<file path="config.mk">
export PLATFORM = sky130hd
export DESIGN_NAME = rom_loader_flat
export DESIGN_NICKNAME = d
export VERILOG_FILES = /design/src/design/lm80c_mem_pkg.sv /design/src/design/mem_req_if.sv /design/src/design/rom_loader.sv /design/src/flat_wrapper.sv
export VERILOG_INCLUDE_DIRS = /design/src /design/src/design
export SDC_FILE = /design/constraint.sdc
export NUM_CORES = 1
export LEC_CHECK = 0
export BUFFER_PORTS_ARGS = -buffer_cell sky130_fd_sc_hd__buf_2
export CAP_MARGIN = 20
export CELL_PAD_IN_SITES_DETAIL_PLACEMENT = 0
export CELL_PAD_IN_SITES_GLOBAL_PLACEMENT = 1
export CORE_MARGIN = 2
export CORE_UTILIZATION = 19
export CTS_CLUSTER_SIZE = 8
export DETAILED_ROUTE_END_ITERATION = 10
export HOLD_SLACK_MARGIN = 0.02
export PLACE_DENSITY_LB_ADDON = 0.25
export SLEW_MARGIN = 20
export SYNTH_ARGS = -nofsm -noshare
export SYNTH_HDL_FRONTEND = slang
export SYNTH_SLANG_ARGS = --single-unit
</file>
<file path="constraint.sdc">
create_clock -name clk_sys -period 1.5 [get_ports clk_sys]
set_clock_uncertainty 0.05 [all_clocks]
set_input_delay 0.3 -clock clk_sys [delete_from_list [all_inputs] [get_ports clk_sys]]
set_output_delay 0.3 -clock clk_sys [all_outputs]
set_load 0.01 [all_outputs]
</file>
<file path="src/design/lm80c_mem_settings.svh">
/*
  LM80C memory subsystem settings
  Widths, bank bases, download indexes, fill byte
  and clock divider decode patterns
*/
`ifndef LM80C_MEM_SETTINGS_SVH
`define LM80C_MEM_SETTINGS_SVH

// Physical memory, 128K bytes with two 64K banks
`define LM80C_MEM_ADDR_W 17
`define LM80C_ROM_BASE 17'h00000
`define LM80C_RAM_BASE 17'h10000

// Download indexes that carry a ROM image
`define LM80C_BOOT_INDEX 8'd0
`define LM80C_ROM_INDEX 8'd3

// Byte written over RAM by the eraser
`define LM80C_ERASE_FILL 8'h00

// Divider counters and their decode phases
`define LM80C_VDP_DIV_W 2
`define LM80C_CPU_DIV_W 4
`define LM80C_Z80_PHASE_A 4'd0
`define LM80C_Z80_PHASE_B 4'd8
`define LM80C_PSG_PHASE 4'd0

`endif
</file>
<file path="src/design/lm80c_mem_pkg.sv">
/*
  LM80C memory subsystem package
  Address, data, download and divider types shared by the blocks
*/
`default_nettype none

`include "lm80c_mem_settings.svh"

package lm80c_mem_pkg;

	// ========================================
	// Memory side
	// ========================================

	// Physical address, bank bit on top of a 16-bit offset
	typedef logic [`LM80C_MEM_ADDR_W-1:0] mem_addr_t;

	// Address as seen by the Z80
	typedef logic [15:0] cpu_addr_t;

	// One byte of memory
	typedef logic [7:0] mem_data_t;

	// ========================================
	// Download side
	// ========================================

	typedef logic [7:0] dl_index_t;
	typedef logic [24:0] dl_addr_t;

	// Free-running divider counters
	typedef logic [`LM80C_VDP_DIV_W-1:0] vdp_div_t;
	typedef logic [`LM80C_CPU_DIV_W-1:0] cpu_div_t;

endpackage

`default_nettype wire

</file>
<file path="src/design/mem_req_if.sv">
/*
  Memory request bundle
  One requester drives address, data, write and read strobes
  towards the memory side
*/
`default_nettype none

interface mem_req_if;

	// Physical byte address
	lm80c_mem_pkg::mem_addr_t addr;

	// Write data
	lm80c_mem_pkg::mem_data_t data;

	// Write strobe, one byte per cycle
	logic wr;

	// Read enable for the registered output
	logic rd;

	// Loader, eraser and arbiter output side
	modport requester (
		output addr,
		output data,
		output wr,
		output rd
	);

	// Arbiter input side and the memory
	modport memory (
		input addr,
		input data,
		input wr,
		input rd
	);

endinterface

`default_nettype wire

</file>
<file path="src/design/rom_loader.sv">
/*
  ROM image loader
  Writes download bytes with a ROM index into the ROM bank,
  tracks the end of a boot download and derives the CPU
  reset and wait levels
*/
`default_nettype none

`include "lm80c_mem_settings.svh"

module rom_loader (
	input  logic                      clk_sys,
	input  logic                      rst,
	input  logic                      ioctl_download,
	input  lm80c_mem_pkg::dl_index_t  ioctl_index,
	input  lm80c_mem_pkg::dl_addr_t   ioctl_addr,
	input  lm80c_mem_pkg::mem_data_t  ioctl_dout,
	input  logic                      ioctl_wr,
	input  logic                      user_reset,
	input  logic                      erasing,
	output logic                      downloading,
	output logic                      rom_loaded,
	output logic                      cpu_reset,
	output logic                      cpu_wait,
	mem_req_if.requester              req
);

	import lm80c_mem_pkg::*;

	// Index of the download in progress
	dl_index_t dl_index;
	logic      wr_accept;

	// True for the indexes that carry a ROM image
	function automatic logic is_rom_index(input dl_index_t idx);
		return (idx == `LM80C_BOOT_INDEX) || (idx == `LM80C_ROM_INDEX);
	endfunction

	// ========================================
	// Download tracking
	// ========================================

	// Index only matters while a download runs
	always_ff @(posedge clk_sys) begin
		if (ioctl_download)
			dl_index <= ioctl_index;
	end

	always_ff @(posedge clk_sys) begin
		if (rst) begin
			downloading <= 1'b0;
			rom_loaded  <= 1'b0;
		end else begin
			downloading <= ioctl_download;
			// Falling edge of an accepted download
			if (downloading && !ioctl_download && is_rom_index(dl_index))
				rom_loaded <= 1'b1;
		end
	end

	// ========================================
	// Memory writes
	// ========================================

	// Other indexes pass by without a write
	assign wr_accept = ioctl_download && ioctl_wr && is_rom_index(ioctl_index);

	assign req.addr = `LM80C_ROM_BASE + ioctl_addr[`LM80C_MEM_ADDR_W-1:0];
	assign req.data = ioctl_dout;
	assign req.wr   = wr_accept;
	assign req.rd   = wr_accept;

	// CPU held until a ROM is in place
	assign cpu_wait  = !rom_loaded || downloading;
	assign cpu_reset = rst || user_reset || erasing || !rom_loaded;

endmodule

`default_nettype wire

</file>
<file path="src/flat_wrapper.sv">
// flat-port wrapper written by rule: the top's interface ports become plain ports
module rom_loader_flat import lm80c_mem_pkg::*;
  (clk_sys, rst, ioctl_download, ioctl_index, ioctl_addr, ioctl_dout, ioctl_wr, user_reset, erasing, downloading, rom_loaded, cpu_reset, cpu_wait, req_addr, req_data, req_wr, req_rd);
  mem_req_if req_i ();
  input  logic clk_sys;
  input  logic rst;
  input  logic ioctl_download;
  input  lm80c_mem_pkg::dl_index_t ioctl_index;
  input  lm80c_mem_pkg::dl_addr_t ioctl_addr;
  input  lm80c_mem_pkg::mem_data_t ioctl_dout;
  input  logic ioctl_wr;
  input  logic user_reset;
  input  logic erasing;
  output logic downloading;
  output logic rom_loaded;
  output logic cpu_reset;
  output logic cpu_wait;
  output wire logic [$bits(req_i.addr)-1:0] req_addr;
  output wire logic [$bits(req_i.data)-1:0] req_data;
  output wire logic [$bits(req_i.wr)-1:0] req_wr;
  output wire logic [$bits(req_i.rd)-1:0] req_rd;
  assign req_addr = req_i.addr;
  assign req_data = req_i.data;
  assign req_wr = req_i.wr;
  assign req_rd = req_i.rd;
  rom_loader u_core (.clk_sys(clk_sys), .rst(rst), .ioctl_download(ioctl_download), .ioctl_index(ioctl_index), .ioctl_addr(ioctl_addr), .ioctl_dout(ioctl_dout), .ioctl_wr(ioctl_wr), .user_reset(user_reset), .erasing(erasing), .downloading(downloading), .rom_loaded(rom_loaded), .cpu_reset(cpu_reset), .cpu_wait(cpu_wait), .req(req_i));
endmodule
</file>
# Yosys cells after proc, flatten, opt, wreduce, memory -nomap -nowiden
# Index checks and enable logic that the tools add are counted.
# W data, S select, Z words.
[totals]
regBits = 10
[op_classes]
n_eq_ne = 2
n_reduce_logical = 14
[op_table]
columns = ["op", "n"]
rows = [
  ["$eq A8 B2 Y1 const B", 2],
  ["$logic_not A8 Y1", 2],
  ["$logic_or A1 B1 Y1", 6],
  ["$logic_and A1 B1 Y1", 4],
  ["$logic_not A1 Y1", 2],
]

# Depth between registers and ports, before layout
[logic_depth]
word_depth = 3
mapped_depth = 3
depth_no_buf = 2

# Least setup slack after synthesis
# Ideal clock, no wire load.
[synth_timing]
path_type = "reg-to-reg"
startpoint = "register u_core.dl_index[4]"
endpoint = "register u_core.rom_loaded"
setup_ns = 0.096
arrival_time_ns = 1.149
path_slack_ns = 0.205
stages_incl_launch_ff = 3
synth_period_minus_slack_ns = 1.295
path_cell_list = "edfxtp_1 or4b_4 o41ai_2"
[synth_via]
elab_chain_cells = 3
[synth_rtl]
columns = ["item", "line_no", "rtl"]
rows = [
  ["start: declaration", "rom_loader.sv:31", "dl_index_t dl_index;"],
  ["start signal: assignment", "rom_loader.sv:46", "dl_index <= ioctl_index;"],
  ["$eq A8 B2 Y1 (no source line) / $logic_not A8 Y1 (equally long branches)", "n/a", ""],
  ["$logic_or A1 B1 Y1 (*)", "rom_loader.sv:36", "return (idx == `LM80C_BOOT_INDEX) || (idx == `LM80C_ROM_INDEX);"],
  ["$logic_and A1 B1 Y1 (*)", "rom_loader.sv:56", "if (downloading && !ioctl_download && is_rom_index(dl_index))"],
  ["end signal: assignment", "rom_loader.sv:52", "rom_loaded <= 1'b0;"],
  ["end signal: assignment", "rom_loader.sv:57", "rom_loaded <= 1'b1;"],
  ["end: declaration", "rom_loader.sv:22", "output logic rom_loaded,"],
]
# Every way passes the cells marked *; elsewhere a longest branch is shown, timed or not.
# A chain may end at the register's enable or synchronous reset.

# Worst setup path in the final report
[layout_timing]
startpoint = "register u_core.rom_loaded"
endpoint = "output port cpu_reset"
[layout_via]
elab_chain_cells = 2
[layout_rtl]
columns = ["item", "line_no", "rtl"]
rows = [
  ["$logic_not A1 Y1", "rom_loader.sv:75", "assign cpu_reset = rst || user_reset || erasing || !rom_loaded;"],
  ["$logic_or A1 B1 Y1", "rom_loader.sv:75", ""],
  ["end: declaration", "flat_wrapper.sv:16", "output logic cpu_reset;"],
]
# No other way between the ends.

==> results.tsv <==
stage	metric	value	unit
floorplan	Core Rows	20	
drt	DRT iter0 DRCs	7	
critical_path	reg2reg path depth	2	
clock_tree	Skew-Pair Late Insertion Delay	0.26	ns
grt	antenna violations before repair	0	
finish	fin area	573	sq um
drt	vias	317	
timing	Final Hold Vio Count	0	
grt	largest net degree at the start of global routing	10	
pwr	pwr dens	966	nW/um^2
timing	Max Fclk	671	MHz
synth	Yosys reg bits	10	
synth	Syn. warnings	0	
synth	sequential area share after synthesis	48.1	%
critical_path	endpoint type of the worst setup path	primary output	
floorplan	die area	3530	sq um
critical_path	CP required	1.15	ns
timing	total negative slack	0	ns
timing	RSZ-0062 raised after global routing	true	
finish	fin nets	95	
floorplan	initial core utilization	19.6	%
timing	setup violators final	0	
finish	synthesis-to-finish area growth	-1.72	%
timing	Worst Hold Slack	0.177	ns
clock_tree	hold buffers post-CTS	0	
grt	gr usage total	5.30	%
floorplan	Die Ht	59.4	um
timing	worst-margin pin slew	0.213	ns
clock_tree	Max Root-Sink Buffers	2	
finish	register area	282	sq um
synth	Synth Cell Area	583	sq um
placement	placed instance area	532	sq um
timing	worst relative slew slack	85.6	%
timing	Final min period	1.49	ns
drt	DRC	0	
synth	post-synth top area cell	edfxtp_1	
pwr	sw power	0.115	mW
drt	drt first pass iters	2	
grt	vias in the first global route	286	
drt	drt total wl	917	um
worst_hold_path	hold_sp	ioctl_index[2]	
grt	first-pass GRT wire length	1350	um
synth	top cells by area, synth	edfxtp_1, buf_4, dfxtp_1	
clock_tree	CTS Sinks	10	
pwr	switching share of power	20.8	%
pwr	Total Power	0.554	mW
critical_path	startpoint types	flop	
clock_tree	Root Driver	clkbuf_4	
synth	Synth cell types	13	
finish	most frequent cells in the layout	buf_2, edfxtp_1, clkbuf_4	
pwr	Clock power frac	33.3	%
finish	layout cells sized above 1	59.6	%
critical_path	worst-path maximum fanout	2	
clock_tree	H-tree depth	1	
pwr	Int Power	0.439	mW
timing	final worst-path cycle share	99.4	%
grt	grt ovf	0	
drt	wire per inst	11.5	um
floorplan	I/O Pins	78	
worst_hold_path	Min-Delay Endpoint	u_core.dl_index[2]	
critical_path	Worst R2R End	u_core.rom_loaded	
synth	Mean Syn Cell Area	12.1	sq um
critical_path	Reg2Reg Setup Slack	0.14	ns
floorplan	Die Width	59.4	um
timing	worst setup margin	0.00887	ns
outcome	status	finished, final reports clean	
synth	Syn Nets	95	
critical_path	arrival time worst endpoint	1.14	ns
clock_tree	Worst-path clk slew	0.07	ns
clock_tree	CTS tree	built	
job	max_cap viols	0	
placement	Routability Congestion	0.593	
synth	Mapped Cells	48	
finish	area of the multi-input gates	114	sq um
placement	Detail Placement HPWL	717	um
placement	Port Buffers	19	
pwr	Logic pwr share	7.9	%
timing	Pins Over Slew Limit	0	
finish	commonest non-fill, non-tap cell in the layout	buf_2	
finish	Filler Cell Count	321	
pwr	Sequential Power Share	58.9	%
finish	Antenna Cells	0	
drt	Via density	3.96	
worst_hold_path	hold path depth	1	
floorplan	core area	2980	sq um
critical_path	reg2reg start	u_core.dl_index[7]	
critical_path	critical setup path kind	flop to primary output	
pwr	VDD IR max	0.000439	V
clock_tree	CTS buffer count	3	
drt	post-route ant nets	0	
pwr	leakage power	0.230	nW
worst_hold_path	Hold Path Class	primary input to flop	
synth	top cell type's share of synthesized area	41.2	%
placement	pre-CTS setup slack	0.0884	ns
[how the worst max path moves through the flow]
stage                                   from                 to  depth (start not counted)  slack (ns)
after global placement                   rst          cpu_reset                          3         0.1
after global routing       u_core.rom_loaded          cpu_reset                          2       -0.04
after detailed placement                 rst          cpu_reset                          3        0.09
after CTS                  u_core.rom_loaded          cpu_reset                          2      -0.001
after floorplan           u_core.dl_index[4]  u_core.rom_loaded                          2        0.21
final                      u_core.rom_loaded          cpu_reset                          2       0.009
[power by group through the flow]
stage / combinational, mW / clock (mW) / sequential (mW)
after CTS: 0.0438 / 0.194 / 0.326
after global placement: 0.0431 / 0 / 0.332
after detailed placement: 0.0433 / 0 / 0.332
final: 0.0437 / 0.184 / 0.326
after global routing: 0.0492 / 0.212 / 0.328
after floorplan: 0.0796 / 0 / 0.331
[critical path, cell delays in order (launching register included)]
cell	delay, ns
dfxtp_2	0.32
or4b_1	0.42
buf_2	0.15
[Yosys cell counts]
cell / count
xor2_1: 1
o41ai_2: 1
or4b_1: 1
and3_1: 1
xnor2_1: 1
or4b_4: 1
nor4b_1: 2
or4_1: 1
buf_4: 26
dfxtp_1: 2
nand2b_1: 2
nor2b_1: 1
edfxtp_1: 8
[cells by family after synthesis]
| logic type | share of synthesized area [%] |
|---|---|
| simple gates | 12.7 |
| compound gates | 2.79 |
| buf+inv | 33.5 |
| xor+xnor | 3.00 |
| flops | 48.1 |
[flip-flops by register name (all words and copies together) (netlist names)]
name,cells
u_core.rom_loaded,1
u_core.dl_index,8
u_core.downloading,1
[layout make-up]
class	instances	area share, %
clock inverters	1	0.655
flip-flops and latches	10	49.1
well taps	33	7.21
multi-input cells	12	19.9
clock buffers	3	3.93
repair buffers	21	19.2
[routing by layer]
metal	up-vias	global-route usage (%)	share of wire [%]
li1	140	-	-
met1	141	6.62	43
met2	34	6.59	40
met3	2	4.59	16
met4	0	1.62	0.44
met5	-	0	0
[through the flow]
step                      utilization, %  std cells
after floorplan                        -         48
after global placement              17.9         75
after detailed placement            17.9         75
after CTS                           19.0         80
after global routing                19.2         80
final                               19.2         80
[what timing repair did]
item | 4_1_cts | 5_1_grt
setup buffers | 1 | 0
pin swaps | 0 | 0
gates resized for setup | 1 | 1
setup endpoints to repair | 1 | 3
Note: power is estimated with default switching activity, not from simulation.
