===== src/design/lm80c_mem_settings.svh =====
/*
  LM80C memory subsystem settings
  Widths, bank bases, download indexes, fill byte
  and clock divider decode patterns
*/
`ifndef LM80C_MEM_SETTINGS_SVH
`define LM80C_MEM_SETTINGS_SVH

// Physical memory, 128K bytes with two 64K banks
`define LM80C_MEM_ADDR_W 17
`define LM80C_ROM_BASE 17'h00000
`define LM80C_RAM_BASE 17'h10000

// Download indexes that carry a ROM image
`define LM80C_BOOT_INDEX 8'd0
`define LM80C_ROM_INDEX 8'd3

// Byte written over RAM by the eraser
`define LM80C_ERASE_FILL 8'h00

// Divider counters and their decode phases
`define LM80C_VDP_DIV_W 2
`define LM80C_CPU_DIV_W 4
`define LM80C_Z80_PHASE_A 4'd0
`define LM80C_Z80_PHASE_B 4'd8
`define LM80C_PSG_PHASE 4'd0

`endif

===== src/design/lm80c_mem_pkg.sv =====
/*
  LM80C memory subsystem package
  Address, data, download and divider types shared by the blocks
*/
`default_nettype none

`include "lm80c_mem_settings.svh"

package lm80c_mem_pkg;

	// ========================================
	// Memory side
	// ========================================

	// Physical address, bank bit on top of a 16-bit offset
	typedef logic [`LM80C_MEM_ADDR_W-1:0] mem_addr_t;

	// Address as seen by the Z80
	typedef logic [15:0] cpu_addr_t;

	// One byte of memory
	typedef logic [7:0] mem_data_t;

	// ========================================
	// Download side
	// ========================================

	typedef logic [7:0] dl_index_t;
	typedef logic [24:0] dl_addr_t;

	// Free-running divider counters
	typedef logic [`LM80C_VDP_DIV_W-1:0] vdp_div_t;
	typedef logic [`LM80C_CPU_DIV_W-1:0] cpu_div_t;

endpackage

`default_nettype wire


===== src/design/mem_req_if.sv =====
/*
  Memory request bundle
  One requester drives address, data, write and read strobes
  towards the memory side
*/
`default_nettype none

interface mem_req_if;

	// Physical byte address
	lm80c_mem_pkg::mem_addr_t addr;

	// Write data
	lm80c_mem_pkg::mem_data_t data;

	// Write strobe, one byte per cycle
	logic wr;

	// Read enable for the registered output
	logic rd;

	// Loader, eraser and arbiter output side
	modport requester (
		output addr,
		output data,
		output wr,
		output rd
	);

	// Arbiter input side and the memory
	modport memory (
		input addr,
		input data,
		input wr,
		input rd
	);

endinterface

`default_nettype wire


===== src/design/ram_eraser.sv =====
/*
  RAM eraser
  After a menu reset pulse, writes the fill byte over
  ERASE_WORDS bytes of the RAM bank, one byte per CPU enable
*/
`default_nettype none

`include "lm80c_mem_settings.svh"

module ram_eraser #(
	parameter int ERASE_WORDS = 65536
) (
	input  logic         clk_sys,
	input  logic         rst,
	input  logic         z80_ena,
	input  logic         menu_reset,
	output logic         erasing,
	mem_req_if.requester req
);

	import lm80c_mem_pkg::*;

	localparam int CNT_W = (ERASE_WORDS > 1) ? $clog2(ERASE_WORDS) : 1;
	localparam logic [CNT_W-1:0] LAST = CNT_W'(ERASE_WORDS - 1);

	// Offset into the RAM bank
	logic [CNT_W-1:0] cnt;
	logic             step;

	// One byte per CPU enable while busy
	assign step = erasing && z80_ena;

	// ========================================
	// Sequencer
	// ========================================

	always_ff @(posedge clk_sys) begin
		if (rst) begin
			erasing <= 1'b0;
			cnt     <= '0;
		end else if (!erasing) begin
			// Start from the RAM base on a trigger
			if (menu_reset) begin
				erasing <= 1'b1;
				cnt     <= '0;
			end
		end else if (step) begin
			// Last byte clears busy on this edge
			if (cnt == LAST)
				erasing <= 1'b0;
			cnt <= cnt + 1'b1;
		end
	end

	// Triggers during a run fall through the idle branch

	// ========================================
	// Request
	// ========================================

	assign req.addr = `LM80C_RAM_BASE + mem_addr_t'(cnt);
	assign req.data = `LM80C_ERASE_FILL;
	assign req.wr   = step;
	// Read goes along with each write
	assign req.rd   = step;

endmodule

`default_nettype wire


===== src/flat_wrapper.sv =====
// flat-port wrapper written by rule: the top's interface ports become plain ports
module ram_eraser_flat import lm80c_mem_pkg::*;
#(
	parameter int ERASE_WORDS = 65536
)
  (clk_sys, rst, z80_ena, menu_reset, erasing, req_addr, req_data, req_wr, req_rd);
  mem_req_if req_i ();
  input  logic clk_sys;
  input  logic rst;
  input  logic z80_ena;
  input  logic menu_reset;
  output logic erasing;
  output wire logic [$bits(req_i.addr)-1:0] req_addr;
  output wire logic [$bits(req_i.data)-1:0] req_data;
  output wire logic [$bits(req_i.wr)-1:0] req_wr;
  output wire logic [$bits(req_i.rd)-1:0] req_rd;
  assign req_addr = req_i.addr;
  assign req_data = req_i.data;
  assign req_wr = req_i.wr;
  assign req_rd = req_i.rd;
  ram_eraser #(.ERASE_WORDS(ERASE_WORDS)) u_core (.clk_sys(clk_sys), .rst(rst), .z80_ena(z80_ena), .menu_reset(menu_reset), .erasing(erasing), .req(req_i));
endmodule

===== config.mk =====
export PLATFORM = sky130hd
export DESIGN_NAME = ram_eraser_flat
export DESIGN_NICKNAME = d
export VERILOG_FILES = /design/src/design/lm80c_mem_pkg.sv /design/src/design/mem_req_if.sv /design/src/design/ram_eraser.sv /design/src/flat_wrapper.sv
export VERILOG_INCLUDE_DIRS = /design/src /design/src/design
export SDC_FILE = /design/constraint.sdc
export NUM_CORES = 1
export LEC_CHECK = 0
export ABC_CLOCK_PERIOD_IN_PS = 5100
export BUFFER_PORTS_ARGS = -buffer_cell sky130_fd_sc_hd__buf_4
export CORE_UTILIZATION = 55
export CTS_BUF_LIST = sky130_fd_sc_hd__clkbuf_4
export CTS_CLUSTER_DIAMETER = 200
export DETAILED_ROUTE_END_ITERATION = 6
export PLACE_DENSITY = 0.92
export SYNTH_ARGS = -nofsm -noshare
export SYNTH_HDL_FRONTEND = slang
export SYNTH_SLANG_ARGS = --single-unit

===== constraint.sdc =====
create_clock -name clk_sys -period 5.1 [get_ports clk_sys]
set_clock_uncertainty 0.15 [all_clocks]
set_input_delay 1.275 -clock clk_sys [delete_from_list [all_inputs] [get_ports clk_sys]]
set_output_delay 1.275 -clock clk_sys [all_outputs]
set_load 0.1 [all_outputs]

# Word-level counts from Yosys, hierarchy flattened

Index checks and enable logic that the tools add are counted.

Register bits after elaboration: 17
Input bits: 4
Output and inout bits: 28
Logic and storage cells: 16

Add/sub/neg operators: 2
Equality and inequality tests: 2
Muxes and demuxes: 7
Reductions and logical operators: 3

Operator list:

| operator                                      | count |
|---|---|
| 2-to-1 mux 16 bit                             | 3 |
| adder 17 x 16 -> 17 bit, first input constant | 1 |
| adder 16 x 1 -> 16 bit, second input constant | 1 |
| == test 16 bit, second input constant         | 1 |
| 2-to-1 mux 1 bit                              | 4 |
| != test 2 bit, second input constant          | 1 |
| AND reduction 2 bit                           | 1 |
| nonzero test 2 bit                            | 1 |
| logical AND 1 bit                             | 1 |

# Longest topological paths before layout

Gate-level depths: netlist (run 1).

Depth in word-level cells: 4
Gate-level depth with buffers: 5
Mapped depth without buffers: 5

# Worst setup path after synthesis (run 1)

Ideal clock, no wire load.

Kind: input-to-output
Start: input port z80_ena
End: output port req_wr
Arrival: 2466 ps
Required time: 3675 ps
Path slack: 1209 ps
Cell stages on the path: 3
Path buffers: 1
Cells stage by stage: nand2_1 -> inv_1 -> buf_4

Cells in the longest elaborated chain, start to end: 1

RTL lines:

| item              | line               | text |
|---|---|---|
| from (decl)       | flat_wrapper.sv:10 | `input logic z80_ena;` |
| logical AND 1 bit | ram_eraser.sv:31   | `assign step = erasing && z80_ena;` |
| to (decl)         | flat_wrapper.sv:15 | `output wire logic [$bits(req_i.wr)-1:0] req_wr;` |

Every way passes these cells.

# Final worst setup path (run 1)

Same ends and word-level chain as after synthesis.

==> results of run 1 <==
==> through the flow <==
step | setup slack (ns) | hold slack (ns)
after floorplan | 1.21 | 0.816
after global placement | 1.81 | 0.347
after detailed placement | 1.75 | 0.363
after CTS | 1.75 | 0.376
after global routing | 1.71 | 0.409
final | 1.75 | 0.374
==> cells by family (layout without fill, tap and decap cells) <==
| family | Yosys count | count (layout) | share of synthesized area, % |
|---|---|---|---|
| buffers and inverters | 19 | 31 | 11.4 |
| multiplexers | 5 | 5 | 5.68 |
| AO/OA/AOI/OAI | 19 | 19 | 13.6 |
| flip-flops | 17 | 17 | 35.1 |
| adder cells (fa/ha/maj) | 1 | 1 | 1.29 |
| other | 2 | 9 | 0.775 |
| AND/OR/NAND/NOR | 53 | 53 | 32.2 |
==> per-layer routing <==
layer / vias to the layer above / wire length, um / global-route usage [%]
met5: - / 0 / 0
met4: 0 / 31 / 11.5
met3: 5 / 88 / 3.75
met2: 32 / 968 / 40.0
met1: 427 / 934 / 29.4
li1: 430 / - / -
==> state kept, by name (all words and copies together), names as in the netlist <==
signal and count:
u_core.erasing 1, u_core.cnt 16
==> power by group through the flow <==
stage	logic [mW]	clock network [mW]	registers, mW
floorplan	0.0488	0	0.147
global placement	0.0574	0	0.139
detailed placement	0.0580	0	0.139
CTS	0.0580	0.0798	0.136
finish	0.0582	0.0784	0.136
global route	0.0602	0.0845	0.136
==> worst max-delay path, cell delays in order <==
cell and delay (ns):
buf_4 0.11, nand2_1 0.09, inv_1 0.14, buf_4 0.31
==> area by class of cell <==
cell class	count	area (sq um)
tap	16	20.0
timing repair buffer	22	165
multi-input combinational	87	544
inverter	5	18.8
sequential	17	340
fill	127	458
clock buffer	4	30.0
==> cell usage after synthesis, drive strengths merged <==
cell | n | area, sq um
dfxtp | 17 | 340
nor2 | 15 | 56.3
buf | 12 | 83.8
nand2 | 11 | 41.3
a21oi | 9 | 45.0
inv | 5 | 18.8
nor3 | 5 | 36.3
mux2 | 4 | 45.0
nand3 | 4 | 20.0
nand4 | 4 | 55.1
nand3b | 3 | 22.5
or4 | 3 | 26.3
a21o | 2 | 15.0
clkbuf | 2 | 7.51
conb | 2 | 7.51
nor4 | 2 | 12.5
o311ai | 2 | 17.5
or3 | 2 | 12.5
a22oi | 1 | 7.51
a311oi | 1 | 8.76
a31o | 1 | 8.76
ha | 1 | 12.5
mux2i | 1 | 10.0
nand2b | 1 | 6.26
nand4b | 1 | 8.76
nor2b | 1 | 6.26
nor3b | 1 | 7.51
o211ai | 1 | 7.51
o31a | 1 | 8.76
o31ai | 1 | 12.5
==> worst min path at each step <==
stage              startpoint             end  slack [ns]
2_1_floorplan   u_core.cnt[3]   u_core.cnt[3]        0.82
6_report        u_core.cnt[3]   u_core.cnt[3]        0.37
4_1_cts        u_core.cnt[15]  u_core.erasing        0.38
3_3_place_gp    u_core.cnt[3]   u_core.cnt[3]        0.35
3_5_place_dp    u_core.cnt[3]   u_core.cnt[3]        0.36
5_1_grt        u_core.cnt[15]  u_core.erasing        0.41
==> metrics.md, run 1 <==
| Metric | Value |
|---|---|
| GRT Util Overall | `23.7%` |
| R2R setup slack | `between 3 and 4 ns` |
| Largest net degree at the start of global routing | `22` |
| Initial Utilization | `61.4%` |
| 1st-pass router iterations | `7` |
| R2R Path Start | `u_core.cnt[0]` |
| Post-route cell area | `roughly 1100 sq um` |
| Commonest cells after routing, fill and taps aside | `buf_4 (22), dfxtp_1 (17), nor2_1 (15), nand2_1 (11)` |
| Critical path origin | `z80_ena` |
| GPL Wtd Cong | `roughly 0.8` |
| Layout cells sized above 1 | `around a quarter` |
| Post-CTS Resized | `0` |
| Crit. End Element | `output pin` |
| Synthesis-to-layout area growth | `15.5%` |
| Most common cell after layout, fill and taps aside | `buf_4` |
| Clock share of power | `~29%` |
| Antenna cells | `0` |
| PortBufs | `22` |
| Unrepaired setup endpoints after global routing | `no` |
| Pint | `0.176 mW` |
| Hold buffer count at CTS | `0` |
| DR WL/cell | `13.4 um` |
| Worst vdd ir | `0.000156 V` |
| Antenna-violating nets left | `0` |
| Core Footprint | `1580 sq um` |
| Pwr Total | `~0.27 mW` |
| Synth cell types | `35` |
| Worst EP arrival | `1.93 ns` |
| Synth warn | `0` |
| #FFs+latches synth | `17` |
| Worst R2R End | `u_core.cnt[14]` |
| Initial antenna violation count | `0` |
| Number of cells after detailed placement | `around 150` |
| Part of the power in registers | `~50%` |
| Dpl hpwl | `around 1500 um` |
| Clk_lat worst skew | `roughly 0.29 ns` |
| Hold/Removal Path Class | `flip-flop to flip-flop` |
| Crit share post-route | `between 60% and 70%` |
| Clk sink count | `17` |
| Maxcap violations | `0` |
| Core Util, Final | `a little under three quarters` |
| Die height | `around 44 um` |
| Detailed Route WL | `2020 um` |
| Worst EP required | `about 3.7 ns` |
| Fmax | `just under 300 MHz` |
| Nets | `141` |
| Static Leak | `approximately 0.46 nW` |
| Die ar. | `between 1500 and 2000 sq um` |
| Vias in the first global route | `between 800 and 900` |
| Die width | `~44 um` |
| Clock buffer depth | `2` |
| Final Critical Period | `between 3 and 4 ns` |
| Mapped Area | `around 970 sq um` |
| DR iter-0 viols | `35` |
| Setup Viol. Count Final | `0` |
| Final hold vios | `0` |
| Clock Pin Slew Worst Setup and Hold Paths | `0.10 ns` |
| Switching fraction of total power | `35.5%` |
| H-Tree Depth | `1` |
| Via count | `~890` |
| Pwr Density | `244 nW/um^2` |
| Site Rows | `14` |
| CP Capture Point | `req_wr` |
| Residual DRC count | `2` |
| Status | `finished with violations` |
| Post-CTS Setup Bufs | `0` |
| Combinational Power Share | `about a fifth` |
| Worst R2R Path Depth | `5` |
| Slew Viols, Final | `0` |
| Seq/Total Area, Yosys | `35.1%` |
| Nature of the critical path startpoint | `input port` |
| DP Area | `roughly 1100 sq um` |
| Syn Inst Count | `between 100 and 150` |
| CTS tree | `done` |
| P_sw | `between 0.09 and 0.1 mW` |
| Syn Area/Cell | `8.35 sq um` |
| I/O pins | `32` |
| Final TNS setup | `0 ns` |
| Critical path fanouts, max | `4` |
| Non-filler cells, final | `approximately 150` |
| First-pass GRT wire length | `roughly 3400 um` |
| Setup CP Type | `input port to output pin` |
| Root Driver | `clkbuf_4` |
| Worst Hold Path Cells | `2` |
| Via/cell ratio | `5.92` |
| Failing checks | `design-rule violations` |
| CTS Buf Count | `3` |
| Grt total ovfl | `0` |
Note: power is estimated with default switching activity, not from simulation.
==> run 2, diff against run 1 <==
- ABC_CLOCK_PERIOD_IN_PS: 5100 -> 3500
- CORE_UTILIZATION: 55 -> 51
- PLACE_DENSITY: 0.92 -> 0.86
- clock period: 5.1 -> 3.5 ns (I/O delays scaled with it)
==> run 2 against run 1 <==
The run now ends clean; global-route usage decreased by 3.3 points; clock power rose by 38%; sequential share of layout area is 0.24 points lower; first-iteration DRC count is 2.9% higher; register-to-register slack worse by 1.6 ns; power rose by 43%; final area rose by 0.78%; cell count grew 6.0%; critical path type unchanged.
==> metrics.md, run 2 (synthesis gave the netlist of run 1 again) <==
| Metric | Value |
|---|---|
| Die width | `around 46 um` |
| Crit. End Element | `output pin` |
| Via count | `865` |
| Post-CTS Setup Bufs | `0` |
| Setup CP Type | `input port to output pin` |
| Met1 Usage GRT | `a little over a quarter` |
| Nets | `~140` |
| Status | `finished clean` |
| DR iter-0 viols | `36` |
| Core Util, Final | `64.6%` |
| Hold/Removal Path Class | `flip-flop to flip-flop` |
| Die height | `around 46 um` |
| Final Critical Period | `between 2 and 3 ns` |
| PortBufs | `22` |
| GPL Wtd Cong | `between 0.8 and 0.9` |
| Met2 Track Usage GR | `between 30% and 40%` |
| Number of cells after detailed placement | `156` |
| Post-route cell area | `between 1000 and 1500 sq um` |
| Detailed Route WL | `between 1500 and 2000 um` |
| DP Area | `1100 sq um` |
| Clock share of power | `between 20% and 30%` |
| Most Crowded Layer GR | `met2` |
| Grt total ovfl | `0` |
| Clk_lat worst skew | `~0.30 ns` |
| Vias in the first global route | `around 700` |
| Clk sink count | `17` |
| Non-filler cells, final | `160` |
| Slew Viols, Final | `0` |
| Clock Pin Slew Worst Setup and Hold Paths | `~0.1 ns` |
| Commonest cells after routing, fill and taps aside | `buf_4 (22), dfxtp_1 (17), nor2_1 (15), nand2_1 (11)` |
| Antenna-violating nets left | `0` |
| Pwr Total | `0.391 mW` |
| Unrepaired setup endpoints after global routing | `no` |
| Worst EP arrival | `approximately 1.5 ns` |
| Clock buffer depth | `2` |
| Final TNS setup | `0 ns` |
| Core Footprint | `about 1700 sq um` |
| GRT Util Overall | `between 20% and 30%` |
| CTS tree | `done` |
| First-pass GRT wire length | `between 3000 and 4000 um` |
| Dpl hpwl | `1410 um` |
| Met3 global-route usage | `between 3 and 4%` |
| Nature of the critical path startpoint | `input port` |
| Via/cell ratio | `roughly 5.4` |
| P_sw | `around 0.14 mW` |
| Delay of the slowest cell on the worst path | `0.31 ns` |
| 1st-pass router iterations | `4` |
| Max reg flops | `16` |
| Critical-path cell list | `buf_4 -> nand2_1 -> inv_1 -> buf_4` |
| Residual DRC count | `0` |
| Setup Viol. Count Final | `0` |
| Switching fraction of total power | `36.9%` |
| Critical path fanouts, max | `4` |
| Antenna cells | `0` |
| CP max stage cell | `buf_4` |
| Largest register by flop count | `u_core.cnt` |
| Initial Utilization | `roughly 55%` |
| Site Rows | `15` |
| Static Leak | `between 0.4 and 0.5 nW` |
| Layout cells sized above 1 | `26.7%` |
| Maxcap violations | `0` |
| Combinational Power Share | `21.7%` |
| Worst R2R Path Depth | `5` |
| Pint | `approximately 0.25 mW` |
| Most frequent cell on the critical path | `buf_4` |
| Synthesis-to-layout area growth | `16.4%` |
| Most common cell after layout, fill and taps aside | `buf_4` |
| Root Driver | `clkbuf_4` |
| Post-CTS Resized | `0` |
| Hold buffer count at CTS | `0` |
| Crit share post-route | `approximately three quarters` |
| Initial antenna violation count | `0` |
| I/O pins | `32` |
| Worst Hold Path Cells | `1` |
| Worst EP required | `around 2.5 ns` |
| CTS Buf Count | `3` |
| Pwr Density | `347 nW/um^2` |
| Largest net degree at the start of global routing | `22` |
| Worst vdd ir | `about 0.00021 V` |
| Final hold vios | `0` |
| Regs by FF count | `u_core.cnt x16, u_core.erasing x1` |
| Part of the power in registers | `50.7%` |
| DR WL/cell | `~12 um` |
| Fmax | `roughly 390 MHz` |
| Die ar. | `2080 sq um` |
| H-Tree Depth | `1` |
-- run 2: cell types whose count changed in the layout (fill, tap and decap cells not counted) --
cell,before,now
clkbuf_4,4,3
clkinv_2,0,1
-- run 2: final cells by class --
class / instances / area [sq um]
sequential: 17 / 340
tap: 25 / 31.3
clock buffer: 3 / 22.5
timing repair buffer: 22 / 165
clock inverter: 1 / 5.00
fill: 136 / 618
multi-input combinational: 87 / 544
inverter: 5 / 18.8
-- run 2: routing by layer --
| layer | routed length, um | vias to the layer above | share of wire, % |
|---|---|---|---|
| li1 | - | 436 | - |
| met4 | 38 | 0 | 2.0 |
| met2 | 917 | 23 | 48 |
| met1 | 891 | 401 | 46 |
| met5 | 0 | - | 0 |
| met3 | 80 | 5 | 4.2 |
-- run 2: metrics by stage --
stage | hold WS, ns | worst slack, ns
2_1_floorplan | 0.816 | 0.119
4_1_cts | 0.364 | 0.942
5_1_grt | 0.389 | 0.910
3_3_place_gp | 0.346 | 1.01
6_report | 0.370 | 0.935
3_5_place_dp | 0.347 | 0.942
-- run 2: power by group through the flow --
stage	sequential, mW	combinational (mW)	clock (mW)
global placement	0.202	0.0833	0
floorplan	0.214	0.0711	0
finish	0.198	0.0847	0.108
global route	0.198	0.0876	0.119
CTS	0.198	0.0846	0.109
detailed placement	0.202	0.0845	0
-- run 2: path summary, 6_finish.rpt --
kind	endpoint	startpoint	slack, ns
min	u_core.erasing	u_core.cnt[15]	0.37
max reg2reg	u_core.cnt[14]	u_core.cnt[0]	1.66
min reg2reg	u_core.erasing	u_core.cnt[15]	0.37
max	req_rd	z80_ena	0.93
-- run 2: critical path: cells and delay by family --
kind | cells | cell delay (ns)
AND/OR/NAND/NOR | 1 | 0.09
buffers and inverters | 3 | 0.57
