`src/design/lm80c_mem_settings.svh`:
```
/*
  LM80C memory subsystem settings
  Widths, bank bases, download indexes, fill byte
  and clock divider decode patterns
*/
`ifndef LM80C_MEM_SETTINGS_SVH
`define LM80C_MEM_SETTINGS_SVH

// Physical memory, 128K bytes with two 64K banks
`define LM80C_MEM_ADDR_W 17
`define LM80C_ROM_BASE 17'h00000
`define LM80C_RAM_BASE 17'h10000

// Download indexes that carry a ROM image
`define LM80C_BOOT_INDEX 8'd0
`define LM80C_ROM_INDEX 8'd3

// Byte written over RAM by the eraser
`define LM80C_ERASE_FILL 8'h00

// Divider counters and their decode phases
`define LM80C_VDP_DIV_W 2
`define LM80C_CPU_DIV_W 4
`define LM80C_Z80_PHASE_A 4'd0
`define LM80C_Z80_PHASE_B 4'd8
`define LM80C_PSG_PHASE 4'd0

`endif
```
`src/design/lm80c_mem_pkg.sv`:
```
/*
  LM80C memory subsystem package
  Address, data, download and divider types shared by the blocks
*/
`default_nettype none

`include "lm80c_mem_settings.svh"

package lm80c_mem_pkg;

	// ========================================
	// Memory side
	// ========================================

	// Physical address, bank bit on top of a 16-bit offset
	typedef logic [`LM80C_MEM_ADDR_W-1:0] mem_addr_t;

	// Address as seen by the Z80
	typedef logic [15:0] cpu_addr_t;

	// One byte of memory
	typedef logic [7:0] mem_data_t;

	// ========================================
	// Download side
	// ========================================

	typedef logic [7:0] dl_index_t;
	typedef logic [24:0] dl_addr_t;

	// Free-running divider counters
	typedef logic [`LM80C_VDP_DIV_W-1:0] vdp_div_t;
	typedef logic [`LM80C_CPU_DIV_W-1:0] cpu_div_t;

endpackage

`default_nettype wire

```
`src/design/clock_enables.sv`:
```
/*
  Clock enable generator
  Divides clk_sys into the video (1/4), CPU (1/8)
  and sound (1/16) enable pulses
*/
`default_nettype none

`include "lm80c_mem_settings.svh"

module clock_enables (
	input  logic clk_sys,
	input  logic rst,
	output logic vdp_ena,
	output logic z80_ena,
	output logic psg_ena
);

	import lm80c_mem_pkg::*;

	vdp_div_t vdp_cnt;
	cpu_div_t cpu_cnt;

	// ========================================
	// Dividers
	// ========================================

	// Both counters start at zero, so the first
	// enable of every kind comes together
	always_ff @(posedge clk_sys) begin
		if (rst) begin
			vdp_cnt <= '0;
			cpu_cnt <= '0;
			vdp_ena <= 1'b0;
			z80_ena <= 1'b0;
			psg_ena <= 1'b0;
		end else begin
			vdp_cnt <= vdp_cnt + 1'b1;
			cpu_cnt <= cpu_cnt + 1'b1;
			// Video pixel enable on counter wrap
			vdp_ena <= (vdp_cnt == '0);
			// CPU runs at twice the sound rate
			z80_ena <= (cpu_cnt == `LM80C_Z80_PHASE_A) ||
				(cpu_cnt == `LM80C_Z80_PHASE_B);
			// PSG only on the first CPU phase
			psg_ena <= (cpu_cnt == `LM80C_PSG_PHASE);
		end
	end

endmodule

`default_nettype wire

```
`config.mk`:
```
export PLATFORM = sky130hd
export DESIGN_NAME = clock_enables
export DESIGN_NICKNAME = d
export VERILOG_FILES = /design/src/design/lm80c_mem_pkg.sv /design/src/design/clock_enables.sv
export VERILOG_INCLUDE_DIRS = /design/src /design/src/design
export SDC_FILE = /design/constraint.sdc
export NUM_CORES = 1
export LEC_CHECK = 0
export ABC_AREA = 1
export BUFFER_PORTS_ARGS = -buffer_cell sky130_fd_sc_hd__buf_2
export CAP_MARGIN = 20
export CORE_AREA = 2 2 39 41
export CTS_BUF_LIST = sky130_fd_sc_hd__clkbuf_4 sky130_fd_sc_hd__clkbuf_8
export CTS_CLUSTER_DIAMETER = 150
export DETAILED_ROUTE_END_ITERATION = 7
export DIE_AREA = 0 0 41 43
export PLACE_DENSITY = 0.37
export SYNTH_ARGS = -nofsm -noshare
export SYNTH_HDL_FRONTEND = slang
export SYNTH_SLANG_ARGS = --single-unit
```
`constraint.sdc`:
```
create_clock -name clk_sys -period 1.1 [get_ports clk_sys]
set_input_delay 0.22 -clock clk_sys [delete_from_list [all_inputs] [get_ports clk_sys]]
set_output_delay 0.22 -clock clk_sys [all_outputs]
set_load 0.005 [all_outputs]
```
# Yosys cells after proc, flatten, opt, wreduce, memory -nomap -nowiden
# Index checks and enable logic that the tools add are counted.
[word_totals]
wordCells = 11
output_inout_bits = 3
regBits = 9
in_bits = 2
[classes]
n_addsub = 2
n_reduce_logical = 3
n_eq_ne = 1
[ops]
columns = ["operator", "n"]
rows = [
  ["$add 4x1->4 const B", 1],
  ["$eq 4x4->1 const B", 1],
  ["$logic_not 4->1", 1],
  ["$add 2x1->2 const B", 1],
  ["$logic_not 2->1", 1],
  ["$logic_or 1x1->1", 1],
]

# Logic depth before layout (Yosys ltp)
# Gate-level depths: netlist (run 1).
[logic_depth]
ltp_word = 2
ltp_mapped = 4
mapped_depth_nobuf = 4

# Worst setup path after synthesis (run 1)
# OpenSTA, ideal clock, no wires.
[synth_timing]
path_type = "reg2reg"
start = "reg cpu_cnt[0]"
end = "reg cpu_cnt[1]"
setup_time_ps = 111
path_stages_with_launch = 5
n_path_buf = 0
period_less_slack_ps = 867
t_required_ps = 989
setup_slack_ps = 233
arrival_ps = 756
cell_sequence = "dfxtp_1 -> inv_1 -> ha_1 -> inv_1 -> nor2_1"
[synth_via]
elab_chain_len = 1
[synth_lines]
columns = ["item", "line_no", "text"]
rows = [
  ["start: declaration", "clock_enables.sv:21", "cpu_div_t cpu_cnt;"],
  ["start signal: assignment", "clock_enables.sv:38", "cpu_cnt <= cpu_cnt + 1'b1;"],
  ["$add 4x1->4", "clock_enables.sv:38", ""],
]
# Every way passes these cells.
# A chain may end at the register's enable or synchronous reset.

# Worst setup path after layout (run 1)
# Ends and elaborated chain as after synthesis.

==> results of run 1 <==
[metrics by stage]
step	std cells	power (mW)	instance area [µm²]	setup WS [ps]	utilization [%]
2_1_floorplan	37	0.4181	331.6	232.6	-
3_3_place_gp	56	0.4335	360.3	203.7	26.04
3_5_place_dp	56	0.4352	360.3	188.5	26.04
4_1_cts	60	0.7130	390.4	182.0	28.21
5_1_grt	60	0.7434	390.4	133.6	28.21
6_report	60	0.6970	390.4	190.7	28.21
[final cells by class]
type | count | area share (%)
clock buffer | 4 | 7.692
tap | 16 | 5.128
inverter | 9 | 8.654
timing repair buffer | 4 | 5.128
multi-input combinational | 18 | 27.24
sequential | 9 | 46.15
[report_power, final]
group	switching, mW	internal [mW]	total, mW
logic	0.0302	0.0278	0.0580
registers	0.0144	0.353	0.368
clock network	0.107	0.164	0.271
total	0.152	0.545	0.697
[sequential cells by signal (all words and copies together), names as in the netlist]
name and flops:
cpu_cnt 4, psg_ena 1, vdp_cnt 2, vdp_ena 1
z80_ena 1
[cell families (layout without fill, tap and decap cells)]
group                    after synthesis  in the layout  share of synthesized area [%]
XOR/XNOR                               1              1                          2.642
buffers and inverters                 10             17                          13.58
AND/OR/NAND/NOR                       14             14                          18.11
flip-flops                             9              9                          54.34
adder cells (fa/ha/maj)                3              3                          11.32
[worst max-delay path, delay by kind of cell (launching register included)]
kind | cells | cell delay [ps]
adder cells (fa/ha/maj) | 1 | 280
buffers and inverters | 2 | 110
flip-flops | 1 | 380
AND/OR/NAND/NOR | 1 | 30
[worst max path at each step]
stage | start | endpoint | slack, ps | cells after the start
after floorplan | cpu_cnt[0] | cpu_cnt[1] | 230 | 4
after global placement | cpu_cnt[0] | cpu_cnt[1] | 200 | 4
after detailed placement | cpu_cnt[0] | cpu_cnt[1] | 190 | 4
after CTS | cpu_cnt[0] | cpu_cnt[1] | 180 | 4
after global routing | cpu_cnt[0] | cpu_cnt[1] | 130 | 4
final | cpu_cnt[0] | cpu_cnt[1] | 190 | 4
[placed cells by master (no fill, tap or decap)]
cell and count:
nor3_1 1, nand2_1 3, nor2_1 7, inv_1 9, nand3_1 1, ha_1 3
dfxtp_1 9, nand4_1 1, buf_2 4, nor2_2 1, xnor2_1 1, clkbuf_4 4
[routing by layer]
layer | track usage, % | part of all wire [%]
met5 | 0 | 0
met1 | 7.120 | 42
met2 | 8.750 | 44
met3 | 7.853 | 12
met4 | 6.000 | 1.9
==> impl_metrics.ini, run 1 <==
[clock_tree]
cts_root_buffer = clkbuf_4
postCtsSetupBuffers = 0
cts_tree = yes
clock-sinks = 9
clk_latency_ps = 250
h-tree-depth = 1
clockBufferDepth = 2
hold_buffers = 0
clk_pin_slew_ps = 60
cts_resized = 0
cts_buffers = 3

[timing]
maxSlewViolCount = 0
fin_setup_tns_ps = 0
max_clock_freq_mhz = 1100
fin_worst_skew_ps = 2.374
worst_pin_slew_ps = 186.1
post-route-period-util_pct = 82.66
min_period_ps = 909.3
slew_headroom_pct = 87.58
rsz0062_at_grt = no
holdWs_ps = 224.6
setup_viol = 0
hold_viol = 0

[drt]
routed_wl_um = 415
drtAntennaViolNets = 0
routedWlPerCell_um = 6.917
drc_errors = 0
drt-initial-drc-count = 5
vias_per_cell = 3.683
first_pass_iters = 2
vias = 221

[worst_setup_path]
worstSetupPathType = reg2reg
crit_path_max_incr_delay_ps = 380
critPathRequiredTime_ps = 1250
worst_r2r_startpoint = cpu_cnt[0]
cp_slowest_cell = dfxtp_1
path_max_fanout = 5
crit_top_cell = inv_1
cp_cell_sequence = inv_1, ha_1, inv_1, nor2_1
startpoint_type = flip-flop
worst_setup_path_end_kind = flip-flop
timing.rr.end = cpu_cnt[1]
ff2ff_path_depth = 4
crit_arrival_ps = 1060
regToRegSetupSlack_ps = 190

[logic_synthesis]
synth-seq-cells = 9
synth_top_area_share_pct = 54.34
yosysWarnings = 0
netlist_area_um2 = 331.6
synth_common_cells = dfxtp_1 (9), inv_1 (9), nor2_1 (7)
synth_flop_cell = dfxtp_1
async_flop_share_pct = 0
synthCells = 37
synth_area_leaders = dfxtp_1 (54%), ha_1 (11%), inv_1 (10%), nor2_1 (7.9%), buf_6 (3.4%)
yosys.cell_types.count = 11
yosysTopAreaCell = dfxtp_1
synth_edf_count = 0
synth.avg_cell_area_um2 = 8.961
seq_area_frac_synth_pct = 54.34
syn_nets = 42

[floorplan]
die_w_um = 41
initial_utilization_pct = 23.96
core_area_um2 = 1384
dieArea_um2 = 1763
fp.dieH_um = 43
ios = 5
rows = 14

[final_layout]
syn_to_final_growth_pct = 17.74
finalNetCount = 50
multiInputGateArea_um2 = 106.4
fill_cells = 155
post_route_cells_drive_above_1_share_pct = 20.45
seqCellArea_um2 = 180.2
diodes = 0

[grt]
grt_usage_pct = 7.445
grt_pass1_wl_um = 772
gr-total-overflow = 0
antenna_found_initial = 0
grt_max_degree = 9
grt_pass1_vias = 199

[placement]
dp_hpwl_um = 304
gp_congestion = 0.7339
io_buffers = 4

[run_status]
status = finished clean

[min_path]
min_from = rst
hold_depth = 2
min_to = cpu_cnt[3]
hp-class = in2reg

[power]
p_per_area_nw_per_um2 = 1786
cellLeakagePower_nw = 0.1966
peakVddDrop_uv = 801.6

[run]
maxCapViolCount = 0
Note: power is estimated with default switching activity, not from simulation.
==> inputs of run 2 (changes only) <==
--- a/config.mk
+++ b/config.mk
@@ -14,7 +14,7 @@
 export CTS_CLUSTER_DIAMETER = 150
 export DETAILED_ROUTE_END_ITERATION = 7
 export DIE_AREA = 0 0 41 43
-export PLACE_DENSITY = 0.37
+export PLACE_DENSITY = 0.39
 export SYNTH_ARGS = -nofsm -noshare
 export SYNTH_HDL_FRONTEND = slang
 export SYNTH_SLANG_ARGS = --single-unit
==> constraint.sdc (replaced) <==
create_clock -name clk_sys -period 0.8 [get_ports clk_sys]
set_input_delay 0.16 -clock clk_sys [delete_from_list [all_inputs] [get_ports clk_sys]]
set_output_delay 0.16 -clock clk_sys [all_outputs]
set_load 0.005 [all_outputs]
==> run 2 against run 1 <==
Compared with the run above: the flow now finishes with violations (setup timing); largest power group unchanged; hold slack got worse by 51 ps; clock-buffer cell count did not move; setup slack got worse by 220 ps; wire length up 12%; core utilization rose by 7.1 points; non-clock buffer count increased by 3; cell count up 5.0%; sequential power increased by 39%; via count is 9.5% higher; register-to-register slack lost 220 ps.
==> impl_metrics.ini, run 2 (same netlist as run 1, synthesis figures left out) <==
[run_status]
status = finished with violations
violations = setup timing

[drt]
vias = 242
drt-initial-drc-count = 3
routedWlPerCell_um = 7.397
drc_errors = 0
first_pass_iters = 2
vias_per_cell = 3.841
drtAntennaViolNets = 0
routed_wl_um = 466

[placement]
gp_congestion = 0.7075
io_buffers = 4
dp_cells = 59

[worst_setup_path]
startpoint_type = flip-flop
crit_family = flip-flops
cp_cell_sequence = ha_2, xnor2_2, nor2_1
crit_path_max_incr_delay_ps = 360
cp_slowest_cell = dfxtp_4
worstSetupPathType = reg2reg
regToRegSetupSlack_ps = -30
worst_setup_path_end_kind = flip-flop
critPathRequiredTime_ps = 940
path_max_fanout = 4
crit_arrival_ps = 970
worst-path-buf-inv = 0

[timing]
max_clock_freq_mhz = 1212
hold_viol = 0
setup_slack_ps = -25.41
fin_worst_skew_ps = 0.3747
slew_headroom_pct = 89.40
setup_viol = 5
min_period_ps = 825.4
worst_pin_slew_ps = 158.9
post-route-period-util_pct = 103.2
maxSlewViolCount = 0
rsz0062_at_grt = yes

[power]
p_int_mw = 0.8011
pwr-share-seq_pct = 49.1
p_clk_share_pct = 35.7
cellLeakagePower_nw = 0.2189
p_per_area_nw_per_um2 = 2140
power_frac_comb_pct = 15.2
peakVddDrop_uv = 937.5
p_total_mw = 1.044
p_switching_mw = 0.2430
swShare_pct = 23.28

[floorplan]
die_w_um = 41
core_area_um2 = 1384
dieArea_um2 = 1763
initial_utilization_pct = 23.96
ios = 5
rows = 14
fp.dieH_um = 43

[grt]
grt_pass1_vias = 185
grt_usage_pct = 6.552
gr-total-overflow = 0
grt_max_degree = 9
grt_pass1_wl_um = 724
antenna_found_initial = 0

[clock_tree]
cts_root_buffer = clkbuf_4
clockBufferDepth = 2
hold_buffers = 0
clk_latency_ps = 250
clock-sinks = 9
postCtsSetupBuffers = 0
clk_pin_slew_ps = 60
cts_tree = yes
cts_buffers = 3
h-tree-depth = 1

[final_layout]
syn_to_final_growth_pct = 47.17
largest_register = cpu_cnt
most-common-layout-cells = nor2_1 (6), dfxtp_1 (5)
fill_cells = 145
largest_reg_flops = 4
layout.cells.non_filler = 63
finalNetCount = 53
reg.largest.list = cpu_cnt (4), vdp_cnt (2)
final_common_cell = nor2_1
post_route_cells_drive_above_1_share_pct = 61.70
diodes = 0

[min_path]
hp-class = in2reg

[run]
maxCapViolCount = 0
==> run 2: what timing repair did <==
action                     CTS  global route
gates resized for setup      7            14
cloned                       0             0
pin swaps                    2             7
setup endpoints to repair    8             9
==> run 2: metal layers <==
layer	GRT usage, %	up-vias	wire (µm)
li1	-	129	-
met1	8.795	108	201
met2	7.187	5	226
met3	3.141	0	38
met4	6.000	0	0
met5	0	-	0
==> run 2: layout make-up <==
type	instances	area (µm²)	area share, %
timing repair buffer	7	50.05	10.26
multi-input combinational	18	161.4	33.08
clock buffer	4	30.03	6.154
tap	16	20.02	4.103
inverter	9	36.28	7.436
sequential	9	190.2	38.97
==> run 2: metrics by stage <==
| step | hold slack, ps | util (%) | setup slack (ps) | TNS [ps] | instance area (µm²) |
|---|---|---|---|---|---|
| floorplan | 332.6 | - | -16.15 | -16.15 | 334.1 |
| global placement | 419.6 | 27.85 | -26.64 | -60.28 | 385.4 |
| detailed placement | 425.0 | 27.85 | -42.36 | -77.80 | 385.4 |
| CTS | 168.7 | 32.10 | -33.11 | -102.1 | 444.2 |
| global route | 178.5 | 35.26 | -55.71 | -317.9 | 488.0 |
| finish | 173.1 | 35.26 | -25.41 | -81.28 | 488.0 |
==> run 2: final timing paths <==
kind / from / to / cells after the start
max: cpu_cnt[0] / cpu_cnt[2] / 3
min reg2reg: cpu_cnt[3] / psg_ena / 1
min: rst / vdp_cnt[1] / 2
max reg2reg: cpu_cnt[0] / cpu_cnt[2] / 3
==> run 2: worst register-to-register path: stages (launching register included) <==
cell     delay (ps)
dfxtp_4         360
ha_2            190
xnor2_2         120
nor2_1           50
==> run 2: power groups by stage <==
stage          Combinational [mW]  Clock, mW  Sequential [mW]
6_report                    0.159      0.373            0.513
5_1_grt                     0.178      0.422            0.518
4_1_cts                     0.125      0.394            0.508
3_5_place_dp                0.103          0            0.516
3_3_place_gp                0.100          0            0.515
2_1_floorplan              0.0593          0            0.518
==> inputs of run 3 (changes only) <==
--- a/config.mk
+++ b/config.mk
@@ -15,6 +15,7 @@
 export DETAILED_ROUTE_END_ITERATION = 7
 export DIE_AREA = 0 0 41 43
 export PLACE_DENSITY = 0.39
+export SKIP_LAST_GASP = 1
 export SYNTH_ARGS = -nofsm -noshare
 export SYNTH_HDL_FRONTEND = slang
 export SYNTH_SLANG_ARGS = --single-unit
==> run 3 against run 2 <==
Compared with the run above: power is 2.0% lower; the run still ends with setup timing left; largest power group unchanged; sequential power hardly changed; largest cell class unchanged; hold slack worse by 4.4 ps.
==> impl_metrics.ini, run 3 (same netlist as run 1, synthesis figures left out) <==
[run_status]
status = finished with violations
violations = setup timing

[timing]
setup_viol = 6
post-route-period-util_pct = 103.0
min_period_ps = 824.3
setup_slack_ps = -24.25
max_clock_freq_mhz = 1213
maxSlewViolCount = 0
fin_setup_tns_ps = -85.25
slew_headroom_pct = 89.91
worst_pin_slew_ps = 151.4
rsz0062_at_grt = yes
hold_viol = 0
fin_worst_skew_ps = 1.478

[min_path]
hold_depth = 2
min_from = rst
min_to = cpu_cnt[3]
hp-class = in2reg

[final_layout]
layout.cells.non_filler = 63
reg.largest.list = cpu_cnt (4), vdp_cnt (2)
diodes = 0
finalNetCount = 53
fin_area_um2 = 470.5
largest_reg_flops = 4
post_route_cells_drive_above_1_share_pct = 53.19
syn_to_final_growth_pct = 41.89
largest_register = cpu_cnt
fill_cells = 146
most-common-layout-cells = nor2_1 (7), inv_1 (6), dfxtp_1 (5)
final_common_cell = nor2_1
multiInputGateArea_um2 = 153.9
seqCellArea_um2 = 187.7

[grt]
grt_pass1_wl_um = 724
antenna_found_initial = 0
gr-total-overflow = 0
grt_max_degree = 9
grt_usage_pct = 6.552
grt_pass1_vias = 185

[power]
p_total_mw = 1.023
cellLeakagePower_nw = 0.2182
p_per_area_nw_per_um2 = 2175
peakVddDrop_uv = 913.1

[placement]
gp_congestion = 0.7075
pre_cts_slack_ps = -42.36
io_buffers = 4
placed_area_um2 = 385.4
dp_cells = 59

[drt]
drtAntennaViolNets = 0
first_pass_iters = 4
vias_per_cell = 3.746
drc_errors = 0
drt-initial-drc-count = 2
vias = 236
routed_wl_um = 455
routedWlPerCell_um = 7.222

[worst_setup_path]
timing.rr.end = cpu_cnt[2]
crit_arrival_ps = 970
ff2ff_path_depth = 3
regToRegSetupSlack_ps = -20
path_max_fanout = 4
worst_r2r_startpoint = cpu_cnt[0]
critPathRequiredTime_ps = 940
startpoint_type = flip-flop
worst_setup_path_end_kind = flip-flop
worstSetupPathType = reg2reg

[clock_tree]
clockBufferDepth = 2
postCtsSetupBuffers = 0
cts_root_buffer = clkbuf_4
clock-sinks = 9
h-tree-depth = 1
clk_latency_ps = 250
cts_tree = yes
clk_pin_slew_ps = 60
cts_buffers = 3

[floorplan]
rows = 14
ios = 5
core_area_um2 = 1384
fp.dieH_um = 43
die_w_um = 41
dieArea_um2 = 1763
initial_utilization_pct = 23.96

[run]
maxCapViolCount = 0
[run 3: worst max path at each step]
stage / from / slack [ps] / cells past startpoint / endpoint
finish: cpu_cnt[0] / -20 / 3 / cpu_cnt[2]
global route: z80_ena / -60 / 1 / z80_ena
CTS: psg_ena / -30 / 1 / psg_ena
detailed placement: cpu_cnt[1] / -40 / 4 / cpu_cnt[1]
global placement: cpu_cnt[0] / -30 / 4 / cpu_cnt[1]
floorplan: cpu_cnt[1] / -20 / 4 / cpu_cnt[1]
[run 3: final cells by class]
| type | instances | area share, % |
|---|---|---|
| Sequential cell | 9 | 39.89 |
| Multi-Input combinational cell | 18 | 32.71 |
| Timing Repair Buffer | 7 | 9.043 |
| Inverter | 9 | 7.713 |
| Clock buffer | 4 | 6.383 |
| Tap cell | 16 | 4.255 |
[run 3: per-stage QoR]
| stage | utilization (%) | hold slack, ps |
|---|---|---|
| detailed placement | 27.85 | 425.0 |
| global route | 34.00 | 171.4 |
| finish | 34.00 | 168.7 |
| global placement | 27.85 | 419.6 |
| CTS | 32.10 | 168.7 |
| floorplan | - | 332.6 |
[run 3: repair_timing]
item                                    4_1_cts  5_1_grt
pin swaps                                     2        4
resized for setup                             6        8
endpoints found under the setup margin        8        9
hold buffers                                  0        0
[run 3: metal layers]
layer / track usage, % / vias to the layer above / share of wire (%)
met4: 6.000 / 0 / 0
met2: 7.187 / 11 / 46
met5: 0 / - / 0
met1: 8.795 / 98 / 43
met3: 3.141 / 0 / 11
li1: - / 127 / -
[run 3: worst max-delay path: stages, from the launching register on]
cell and delay (ps):
dfxtp_4 360, ha_2 190, xnor2_2 120, nor2_1 50
[run 3: report_power, final]
part / internal, mW / switching (mW) / total (mW)
combinational: 0.0753 / 0.0636 / 0.139
clock: 0.225 / 0.148 / 0.374
sequential: 0.488 / 0.0229 / 0.511
